### src/idPkg.sv
// Shared definitions for the instruction-decode stage
// Widths, instruction field positions and special register numbers
// Opcode, ALU operation and alternate-PC source enums

package idPkg;

  //////////////////////////////////////////////////
  // Widths
  //////////////////////////////////////////////////

  // Data path and PC
  localparam int dataWidth    = 16;
  localparam int instrWidth   = 16;

  // Register file geometry
  localparam int regAddrWidth = 4;
  localparam int numRegs      = 16;

  // Encoded field widths
  localparam int opcodeWidth   = 4;
  localparam int aluOpWidth    = 3;
  localparam int condWidth     = 4;
  localparam int shortImmWidth = 4;
  localparam int offsetWidth   = 8;
  localparam int jumpAddrWidth = 12;

  //////////////////////////////////////////////////
  // Instruction field positions
  //////////////////////////////////////////////////

  // Low bit of each field, read upward by its width
  localparam int opcodeLsb = 12;
  // rd, or branch condition
  localparam int rdLsb     = 8;
  localparam int rsLsb     = 4;
  // rt, or short immediate
  localparam int rtLsb     = 0;

  //////////////////////////////////////////////////
  // Special registers and codes
  //////////////////////////////////////////////////

  // Jump-and-link target register
  localparam logic [regAddrWidth-1:0] linkReg  = 4'd15;
  // Hardwired zero
  localparam logic [regAddrWidth-1:0] zeroReg  = 4'd0;
  // Only branch condition that redirects
  localparam logic [condWidth-1:0] condAlways  = 4'b1111;

  //////////////////////////////////////////////////
  // Enums
  //////////////////////////////////////////////////

  typedef enum logic [opcodeWidth-1:0] {
    opAdd  = 4'd0,  opSub = 4'd1,  opAnd = 4'd2,  opOr   = 4'd3,
    opSll  = 4'd4,  opSrl = 4'd5,  opSra = 4'd6,  opRl   = 4'd7,
    opLw   = 4'd8,  opSw  = 4'd9,  opLhb = 4'd10, opLlb  = 4'd11,
    opB    = 4'd12, opJal = 4'd13, opJr  = 4'd14, opExec = 4'd15
  } opcodeT;

  // Same numbering as the low three opcode bits of the ALU group
  typedef enum logic [aluOpWidth-1:0] {
    aluAdd, aluSub, aluAnd, aluOr, aluSll, aluSrl, aluSra, aluRl
  } aluOpT;

  // Alternate-PC source
  typedef enum logic [1:0] {
    tgtBranch, tgtJump, tgtReg
  } targetSelT;

endpackage

### src/decodeControl.sv
// Opcode decoder
// Register read addresses, destination register
// Execute, memory and write-back control levels
// PC redirect and alternate-PC source select

`timescale 1ns/1ps

module decodeControl (
  input  logic [idPkg::instrWidth-1:0]   instr,
  output logic [idPkg::regAddrWidth-1:0] readAddr1,
  output logic [idPkg::regAddrWidth-1:0] readAddr2,
  output logic [idPkg::regAddrWidth-1:0] destReg,
  output idPkg::aluOpT                   aluOp,
  output logic                           aluSrc2Imm,
  output logic                           memWrite,
  output logic                           memEnable,
  output logic                           memToReg,
  output logic                           regWrite,
  output logic                           linkSelect,
  output logic                           pcSelect,
  output idPkg::targetSelT               targetSel
);

  import idPkg::*;

  opcodeT                  opcode;
  logic [regAddrWidth-1:0] rdField;
  logic [regAddrWidth-1:0] rsField;
  logic [regAddrWidth-1:0] rtField;
  logic [condWidth-1:0]    condField;

  //////////////////////////////////////////////////
  // Field extraction
  //////////////////////////////////////////////////

  assign opcode    = opcodeT'(instr[opcodeLsb +: opcodeWidth]);
  assign rdField   = instr[rdLsb +: regAddrWidth];
  assign rsField   = instr[rsLsb +: regAddrWidth];
  assign rtField   = instr[rtLsb +: regAddrWidth];
  // Branch condition shares the rd bits
  assign condField = instr[rdLsb +: condWidth];

  // Source 1 is always rs
  assign readAddr1 = rsField;

  // Store data comes from rd
  assign readAddr2 = (opcode == opSw) ? rdField : rtField;

  // Link value goes to r15
  assign destReg   = (opcode == opJal) ? linkReg : rdField;

  //////////////////////////////////////////////////
  // Control table
  //////////////////////////////////////////////////

  always_comb
  begin
    // Everything inactive unless the opcode says otherwise
    aluOp      = aluAdd;
    aluSrc2Imm = 1'b0;
    memWrite   = 1'b0;
    memEnable  = 1'b0;
    memToReg   = 1'b0;
    regWrite   = 1'b0;
    linkSelect = 1'b0;
    pcSelect   = 1'b0;
    targetSel  = tgtBranch;

    case (opcode)
      // Register-register ALU ops
      opAdd, opSub, opAnd, opOr:
      begin
        aluOp    = aluOpT'(opcode[aluOpWidth-1:0]);
        regWrite = 1'b1;
      end

      // Shifts and rotate take the amount from the short immediate
      opSll, opSrl, opSra, opRl:
      begin
        aluOp      = aluOpT'(opcode[aluOpWidth-1:0]);
        aluSrc2Imm = 1'b1;
        regWrite   = 1'b1;
      end

      // Address is rs plus immediate
      opLw:
      begin
        aluSrc2Imm = 1'b1;
        memEnable  = 1'b1;
        memToReg   = 1'b1;
        regWrite   = 1'b1;
      end

      opSw:
      begin
        aluSrc2Imm = 1'b1;
        memEnable  = 1'b1;
        memWrite   = 1'b1;
      end

      // No flags here, only the always code is taken
      opB:
      begin
        targetSel = tgtBranch;
        pcSelect  = (condField == condAlways);
      end

      // Jump and write return address to r15
      opJal:
      begin
        targetSel  = tgtJump;
        pcSelect   = 1'b1;
        regWrite   = 1'b1;
        linkSelect = 1'b1;
      end

      // Target from rs
      opJr:
      begin
        targetSel = tgtReg;
        pcSelect  = 1'b1;
      end

      // Unsupported opcodes behave as no-ops
      opLhb, opLlb, opExec:
      begin
        aluOp = aluAdd;
      end

      default:
      begin
        aluOp = aluAdd;
      end
    endcase
  end

  // A store never reaches memory without the enable
  always_comb
  begin
    storeHasEnable: assert final (!memWrite || memEnable)
      else $error("decodeControl: memWrite without memEnable, opcode %0d", opcode);
  end

endmodule

### src/idExReg.sv
// ID/EX pipeline register
// Carries PC, operands, immediate, destination and controls to execute
// Cleared asynchronously, loads every cycle

`timescale 1ns/1ps

module idExReg (
  input  logic                           Clk,
  input  logic                           rstN,
  // Data from decode
  input  logic [idPkg::dataWidth-1:0]    pcPlus1,
  input  logic [idPkg::dataWidth-1:0]    readData1,
  input  logic [idPkg::dataWidth-1:0]    readData2,
  input  logic [idPkg::dataWidth-1:0]    immediate,
  input  logic [idPkg::regAddrWidth-1:0] destReg,
  // Controls from decode
  input  idPkg::aluOpT                   aluOp,
  input  logic                           aluSrc2Imm,
  input  logic                           memWrite,
  input  logic                           memEnable,
  input  logic                           memToReg,
  input  logic                           regWrite,
  input  logic                           linkSelect,
  // Execute side
  output logic [idPkg::dataWidth-1:0]    exPcPlus1,
  output logic [idPkg::dataWidth-1:0]    exReadData1,
  output logic [idPkg::dataWidth-1:0]    exReadData2,
  output logic [idPkg::dataWidth-1:0]    exImmediate,
  output logic [idPkg::regAddrWidth-1:0] exDestReg,
  output idPkg::aluOpT                   exAluOp,
  output logic                           exAluSrc2Imm,
  output logic                           exMemWrite,
  output logic                           exMemEnable,
  output logic                           exMemToReg,
  output logic                           exRegWrite,
  output logic                           exLinkSelect
);

  import idPkg::*;

  always_ff @(posedge Clk or negedge rstN)
  begin
    if (!rstN)
    begin
      // Payload
      exPcPlus1    <= '0;
      exReadData1  <= '0;
      exReadData2  <= '0;
      exImmediate  <= '0;
      exDestReg    <= '0;
      // Controls idle, ALU defaults to add
      exAluOp      <= aluAdd;
      exAluSrc2Imm <= 1'b0;
      exMemWrite   <= 1'b0;
      exMemEnable  <= 1'b0;
      exMemToReg   <= 1'b0;
      exRegWrite   <= 1'b0;
      exLinkSelect <= 1'b0;
    end
    else
    begin
      exPcPlus1    <= pcPlus1;
      exReadData1  <= readData1;
      exReadData2  <= readData2;
      exImmediate  <= immediate;
      exDestReg    <= destReg;
      exAluOp      <= aluOp;
      exAluSrc2Imm <= aluSrc2Imm;
      exMemWrite   <= memWrite;
      exMemEnable  <= memEnable;
      exMemToReg   <= memToReg;
      exRegWrite   <= regWrite;
      exLinkSelect <= linkSelect;
    end
  end

  // Load data must have somewhere to go in write-back
  loadWritesBack: assert property (
    @(posedge Clk) disable iff (!rstN)
    exMemToReg |-> exRegWrite
  ) else $error("idExReg: exMemToReg set without exRegWrite");

endmodule

### src/idStage.sv
// Instruction-decode stage top level
// Register file, opcode decoder, immediate unit and ID/EX register

`timescale 1ns/1ps

module idStage (
  input  logic                           Clk,
  input  logic                           rstN,
  // Fetch side
  input  logic [idPkg::instrWidth-1:0]   instr,
  input  logic [idPkg::dataWidth-1:0]    pcPlus1,
  // Write-back port
  input  logic                           wbWriteEnable,
  input  logic [idPkg::regAddrWidth-1:0] wbWriteAddr,
  input  logic [idPkg::dataWidth-1:0]    wbWriteData,
  // PC redirect, same cycle
  output logic [idPkg::dataWidth-1:0]    altPc,
  output logic                           pcSelect,
  // Execute side, one cycle later
  output logic [idPkg::dataWidth-1:0]    exPcPlus1,
  output logic [idPkg::dataWidth-1:0]    exReadData1,
  output logic [idPkg::dataWidth-1:0]    exReadData2,
  output logic [idPkg::dataWidth-1:0]    exImmediate,
  output logic [idPkg::regAddrWidth-1:0] exDestReg,
  output idPkg::aluOpT                   exAluOp,
  output logic                           exAluSrc2Imm,
  output logic                           exMemWrite,
  output logic                           exMemEnable,
  output logic                           exMemToReg,
  output logic                           exRegWrite,
  output logic                           exLinkSelect
);

  import idPkg::*;

  // Register file addressing and data
  logic [regAddrWidth-1:0] readAddr1;
  logic [regAddrWidth-1:0] readAddr2;
  logic [dataWidth-1:0]    readData1;
  logic [dataWidth-1:0]    readData2;

  // Decoded fields and controls
  logic [regAddrWidth-1:0] destReg;
  aluOpT                   aluOp;
  logic                    aluSrc2Imm;
  logic                    memWrite;
  logic                    memEnable;
  logic                    memToReg;
  logic                    regWrite;
  logic                    linkSelect;
  targetSelT               targetSel;
  logic [dataWidth-1:0]    immediate;

  regFile regFile_i (
    .Clk         (Clk),
    .rstN        (rstN),
    .writeEnable (wbWriteEnable),
    .writeAddr   (wbWriteAddr),
    .writeData   (wbWriteData),
    .readAddr1   (readAddr1),
    .readAddr2   (readAddr2),
    .readData1   (readData1),
    .readData2   (readData2)
  );

  decodeControl decodeControl_i (
    .instr      (instr),
    .readAddr1  (readAddr1),
    .readAddr2  (readAddr2),
    .destReg    (destReg),
    .aluOp      (aluOp),
    .aluSrc2Imm (aluSrc2Imm),
    .memWrite   (memWrite),
    .memEnable  (memEnable),
    .memToReg   (memToReg),
    .regWrite   (regWrite),
    .linkSelect (linkSelect),
    .pcSelect   (pcSelect),
    .targetSel  (targetSel)
  );

  // Jump-register target is rs, read on port 1
  immediateUnit immediateUnit_i (
    .instr     (instr),
    .pcPlus1   (pcPlus1),
    .regData   (readData1),
    .targetSel (targetSel),
    .immediate (immediate),
    .altPc     (altPc)
  );

  idExReg idExReg_i (
    .Clk          (Clk),
    .rstN         (rstN),
    .pcPlus1      (pcPlus1),
    .readData1    (readData1),
    .readData2    (readData2),
    .immediate    (immediate),
    .destReg      (destReg),
    .aluOp        (aluOp),
    .aluSrc2Imm   (aluSrc2Imm),
    .memWrite     (memWrite),
    .memEnable    (memEnable),
    .memToReg     (memToReg),
    .regWrite     (regWrite),
    .linkSelect   (linkSelect),
    .exPcPlus1    (exPcPlus1),
    .exReadData1  (exReadData1),
    .exReadData2  (exReadData2),
    .exImmediate  (exImmediate),
    .exDestReg    (exDestReg),
    .exAluOp      (exAluOp),
    .exAluSrc2Imm (exAluSrc2Imm),
    .exMemWrite   (exMemWrite),
    .exMemEnable  (exMemEnable),
    .exMemToReg   (exMemToReg),
    .exRegWrite   (exRegWrite),
    .exLinkSelect (exLinkSelect)
  );

endmodule

### src/immediateUnit.sv
// Immediate extension for the execute stage
// Alternate-PC target for branch, jump and jump-register

`timescale 1ns/1ps

module immediateUnit (
  input  logic [idPkg::instrWidth-1:0] instr,
  input  logic [idPkg::dataWidth-1:0]  pcPlus1,
  input  logic [idPkg::dataWidth-1:0]  regData,
  input  idPkg::targetSelT             targetSel,
  output logic [idPkg::dataWidth-1:0]  immediate,
  output logic [idPkg::dataWidth-1:0]  altPc
);

  import idPkg::*;

  logic [dataWidth-1:0] branchOffset;
  logic [dataWidth-1:0] jumpTarget;

  // Short immediate, sign extended from bit 3
  assign immediate = {{(dataWidth-shortImmWidth){instr[rtLsb+shortImmWidth-1]}},
                      instr[rtLsb +: shortImmWidth]};

  // 8-bit branch offset, sign extended
  assign branchOffset = {{(dataWidth-offsetWidth){instr[offsetWidth-1]}},
                         instr[offsetWidth-1:0]};

  // Absolute jump address, upper bits zero
  assign jumpTarget = {{(dataWidth-jumpAddrWidth){1'b0}}, instr[jumpAddrWidth-1:0]};

  //////////////////////////////////////////////////
  // Alternate PC mux
  //////////////////////////////////////////////////

  always_comb
  begin
    altPc = pcPlus1 + branchOffset;
    case (targetSel)
      tgtJump:   altPc = jumpTarget;
      tgtReg:    altPc = regData;
      default:   altPc = pcPlus1 + branchOffset;
    endcase
  end

  // Decoder only ever drives a named source
  always_comb
  begin
    targetSelNamed: assert final (targetSel inside {tgtBranch, tgtJump, tgtReg})
      else $error("immediateUnit: targetSel holds %b", targetSel);
  end

endmodule

### src/regFile.sv
// Register file, 16 x 16 bit
// Asynchronous clear, strobed write port, two combinational read ports
// Register 0 ignores writes and always reads zero

`timescale 1ns/1ps

module regFile (
  input  logic                           Clk,
  input  logic                           rstN,
  input  logic                           writeEnable,
  input  logic [idPkg::regAddrWidth-1:0] writeAddr,
  input  logic [idPkg::dataWidth-1:0]    writeData,
  input  logic [idPkg::regAddrWidth-1:0] readAddr1,
  input  logic [idPkg::regAddrWidth-1:0] readAddr2,
  output logic [idPkg::dataWidth-1:0]    readData1,
  output logic [idPkg::dataWidth-1:0]    readData2
);

  import idPkg::*;

  // Storage array
  logic [dataWidth-1:0] regs [numRegs];

  //////////////////////////////////////////////////
  // Write port
  //////////////////////////////////////////////////

  always_ff @(posedge Clk or negedge rstN)
  begin
    if (!rstN)
    begin
      // Clear every entry
      for (int i = 0; i < numRegs; i++)
      begin
        regs[i] <= '0;
      end
    end
    else if (writeEnable && (writeAddr != zeroReg))
    begin
      regs[writeAddr] <= writeData;
    end
  end

  //////////////////////////////////////////////////
  // Read ports
  //////////////////////////////////////////////////

  // No bypass, a write shows up after its edge
  assign readData1 = regs[readAddr1];
  assign readData2 = regs[readAddr2];

  // Zero register stays clear whatever the write-back stage sends
  zeroRegStaysZero: assert property (
    @(posedge Clk) disable iff (!rstN)
    regs[zeroReg] == '0
  ) else $error("regFile: register %0d holds %h", zeroReg, regs[zeroReg]);

endmodule

### config.mk
export PLATFORM = sky130hd
export DESIGN_NAME = idStage
export DESIGN_NICKNAME = d
export VERILOG_FILES = /design/src/idPkg.sv /design/src/decodeControl.sv /design/src/idExReg.sv /design/src/idStage.sv /design/src/immediateUnit.sv /design/src/regFile.sv
export SDC_FILE = /design/constraint.sdc
export NUM_CORES = 1
export LEC_CHECK = 0
export BUFFER_PORTS_ARGS = -buffer_cell sky130_fd_sc_hd__buf_4
export CORE_MARGIN = 2
export CORE_UTILIZATION = 59
export DETAILED_ROUTE_END_ITERATION = 8
export PLACE_DENSITY = 0.79
export SKIP_LAST_GASP = 1
export SLEW_MARGIN = 20
export SYNTH_ARGS = -nofsm -noshare
export SYNTH_HDL_FRONTEND = slang
export SYNTH_SLANG_ARGS = --single-unit
### constraint.sdc
create_clock -name Clk -period 3.3 [get_ports Clk]
set_input_delay 0.165 -clock Clk [delete_from_list [all_inputs] [get_ports Clk]]
set_output_delay 0.165 -clock Clk [all_outputs]
set_load 0.02 [all_outputs]
==> metrics.json <==
{
  "outcome": "finished, final reports clean",
  "place.detailed.hpwl_mm": 28.7,
  "finalMaxSlewViolations": 0,
  "combPwrFrac_pct": 24.0,
  "core_region_area_um2": 27600,
  "antenna_violations_before_repair": 0,
  "switching_share_pct": 29.4,
  "clk-insertion-delay-late_ns": 0.53,
  "clock_sinks": 321,
  "synth_edf_count": 0,
  "cap_viol_max_count": 0,
  "cts-resized-gates": 0,
  "cp-end-kind": "output port",
  "hold-worst-slack_ns": 0.0134,
  "reg2reg_slack_ns": 1.63,
  "cts.reportedPaths.clkPinSlew_ns": 0.06,
  "regArea_um2": 8030,
  "finalCritPeriodShare_pct": 96.9,
  "synthCells": 1280,
  "route.detailed.vias_per_inst": 6.49,
  "detail_route.iter0.violations": 1352,
  "detail_route.first_pass.iterations": 6,
  "synth_warnings": 0,
  "timing_hold_violations_final": 0,
  "row_count": 61,
  "clock_tree_from_tritoncts": "done",
  "area_of_the_multi_input_gates_um2": 7820,
  "path_class": "in2out",
  "max_freq_mhz": 313,
  "post-cts-setup-buffers": 0,
  "design.portCount": 149,
  "p_switching_w": 0.00351,
  "fin_setup_tns_ns": 0,
  "yosysSeqAreaShare_pct": 48.8,
  "placement.io_buffers": 148,
  "final_period_minus_worst_setup_slack_ns": 3.20,
  "cts-htree-levels": 2,
  "timing.hold.worst.class": "in2reg",
  "slew_headroom_pct": 28.0,
  "first_pass_grt_wire_length_mm": 70.9,
  "die-area_um2": 29300,
  "die_height_um": 171,
  "power_density_nw_per_um2": 616,
  "syn-cell-area_um2": 16500,
  "antenna-diode-count": 0,
  "routedWlPerCell_um": 25.3,
  "drt.antenna.violating_nets": 0,
  "seq_power_share_pct": 44.8,
  "synth-seq-cells": 321,
  "syn_avg_cell_area_um2": 12.9,
  "syn2layout_area_growth_pct": 17.9,
  "cts_hold_buffers": 40,
  "timing_worst_slew_pin_value_ns": 1.08,
  "rsz_0062_raised_after_global_routing": "no",
  "fin_worst_skew_ns": 0.0230,
  "layout.cells.most_common_list": "sky130_fd_sc_hd__dfrtp_1, sky130_fd_sc_hd__mux2_2, sky130_fd_sc_hd__buf_4, sky130_fd_sc_hd__nand2_1, sky130_fd_sc_hd__mux4_2",
  "grt_start_max_net_pins": 99,
  "ys_types": 54,
  "globalplace.congestion": 1.01,
  "initial_utilization_pct": 59.6,
  "worst-endpoint-required_ns": 3.13,
  "final_common_cell": "sky130_fd_sc_hd__dfrtp_1",
  "path_max_fanout": 5,
  "cts_inserted_buffers": 34,
  "peakVddDrop_uv": 346,
  "routed_wirelength_mm": 46.2,
  "first_global_vias": 12300,
  "drt_drc_violations_left": 0,
  "die_x_um": 171,
  "power.leakage_nw": 8.56,
  "num_vias": 11900,
  "cp.arrival_ns": 3.03,
  "clock_tree_buffer_depth": 3,
  "fin_nets": 1500,
  "n_fill_cell": 1886,
  "clock_tree.root_cell": "sky130_fd_sc_hd__clkbuf_16",
  "synth_nets": 1354,
  "pwr-share-clk_pct": 31.2,
  "post_route_cells_drive_above_1_share_pct": 40.6,
  "grtUsageTotal_pct": 32.2,
  "globalRouteOverflowTotal": 0,
  "asyncSetResetFlopFracSynth_pct": 100,
  "finalSetupViolations": 0,
  "ys_dominant_reg_cell": "sky130_fd_sc_hd__dfrtp_1",
  "critPathLaunchType": "input port",
  "p_int_w": 0.00844
}
==> critical path, stage by stage <==
cell	delay (ns)
sky130_fd_sc_hd__dlygate4sd3_1	0.54
sky130_fd_sc_hd__buf_4	0.17
sky130_fd_sc_hd__ha_1	0.23
sky130_fd_sc_hd__fa_1	0.41
sky130_fd_sc_hd__a21oi_1	0.24
sky130_fd_sc_hd__o211a_1	0.23
sky130_fd_sc_hd__o211ai_1	0.19
sky130_fd_sc_hd__a31o_2	0.27
sky130_fd_sc_hd__or3_1	0.39
sky130_fd_sc_hd__buf_4	0.18
==> registers in the layout, indices dropped and copies added, names as in the netlist <==
name	cells
idExReg_i.exMemWrite	1
idExReg_i.exAluSrc2Imm	1
idExReg_i.exDestReg	4
idExReg_i.exReadData2	16
idExReg_i.exMemEnable	1
idExReg_i.exReadData1	16
idExReg_i.exLinkSelect	1
regFile_i.regs	256
idExReg_i.exPcPlus1	16
idExReg_i.exMemToReg	1
idExReg_i.exImmediate	4
idExReg_i.exAluOp	3
idExReg_i.exRegWrite	1
==> kinds of logic (layout without fill, tap and decap cells) <==
family                     after synthesis  after routing  share of synthesized area, %
AOI/OAI and AO/OA                      156            156                          6.72
DFF                                    321            321                          48.8
xor gates and xnor gates                12             12                         0.638
buffers and inverters                  130            300                          4.02
and+or+nand+nor                        251            251                          6.84
adders and majority gates               19             19                          1.49
muxes                                  391            391                          31.5
==> per-stage QoR <==
step / std cells / utilization (%) / setup slack, ns / total power [W] / instance area [um2]
6_report: 1828 / 70.3 / 0.104 / 0.0120 / 19400
5_1_grt: 1828 / 70.3 / 0.00717 / 0.0124 / 19400
4_1_cts: 1828 / 70.3 / 0.148 / 0.0120 / 19400
3_5_place_dp: 1728 / 64.9 / 0.598 / 0.00817 / 17900
3_3_place_gp: 1728 / 64.9 / 0.661 / 0.00804 / 17900
2_1_floorplan: 1280 / - / 1.03 / 0.00713 / 16500
==> synth_stat cells, drive strengths merged (4+ instances only) <==
library cell    n  area [um2]
dfrtp         321        8030
mux2          243        2740
nand2         136         510
mux4           77        1730
mux2i          71         714
clkbuf         69         259
buf            56         384
nand3          39         195
nor2           32         125
o22ai          27         169
a21oi          26         130
a22oi          21         158
ha             18         225
a31oi          17         106
a311o          13         130
a32o           13         130
nand2b         10        62.6
o21ai          10        50.1
nor2b           9        56.3
nand4           6        37.5
xnor2           6        52.6
xor2            6        52.6
a21o            5        37.5
inv             5        18.8
a211oi          4        30.0
a22o            4        35.0
and2            4        25.0
or3             4        25.0
==> metal layers <==
layer | vias to the layer above | GRT usage (%) | part of all wire, % | wire (um)
met5 | - | 0 | 0 | 0
met1 | 6008 | 41.4 | 38 | 17700
li1 | 5026 | - | - | -
met3 | 167 | 5.81 | 8.4 | 3870
met2 | 662 | 52.3 | 48 | 22000
met4 | 0 | 17.4 | 5.6 | 2610
==> cell type report <==
class | count | share of cell area [%]
Sequential cell | 321 | 41.4
Multi-Input combinational cell | 829 | 40.3
Timing Repair Buffer | 235 | 10.2
Clock buffer | 47 | 5.04
Tap cell | 378 | 2.43
Clock inverter | 13 | 0.580
Inverter | 5 | 0.0966
==> final timing paths <==
check	start	to	depth (start not counted)
setup / recovery	instr[0]	altPc[14]	10
hold / removal	wbWriteData[13]	regFile_i.regs[157]	2
hold reg to reg	regFile_i.regs[247]	regFile_i.regs[247]	0
max in group asynchronous	rstN	regFile_i.regs[30]	3
setup reg to reg	regFile_i.regs[52]	idExReg_i.exReadData1[4]	2
min in group asynchronous	rstN	idExReg_i.exImmediate[1]	2
==> power groups by stage <==
stage                     clock [W]  sequential [W]  combinational (W)
after floorplan                   0         0.00532            0.00180
after global routing        0.00395         0.00543            0.00306
final                       0.00373         0.00535            0.00287
after CTS                   0.00379         0.00533            0.00285
after global placement            0         0.00534            0.00270
after detailed placement          0         0.00538            0.00279
(Power assumes the default switching activity.)
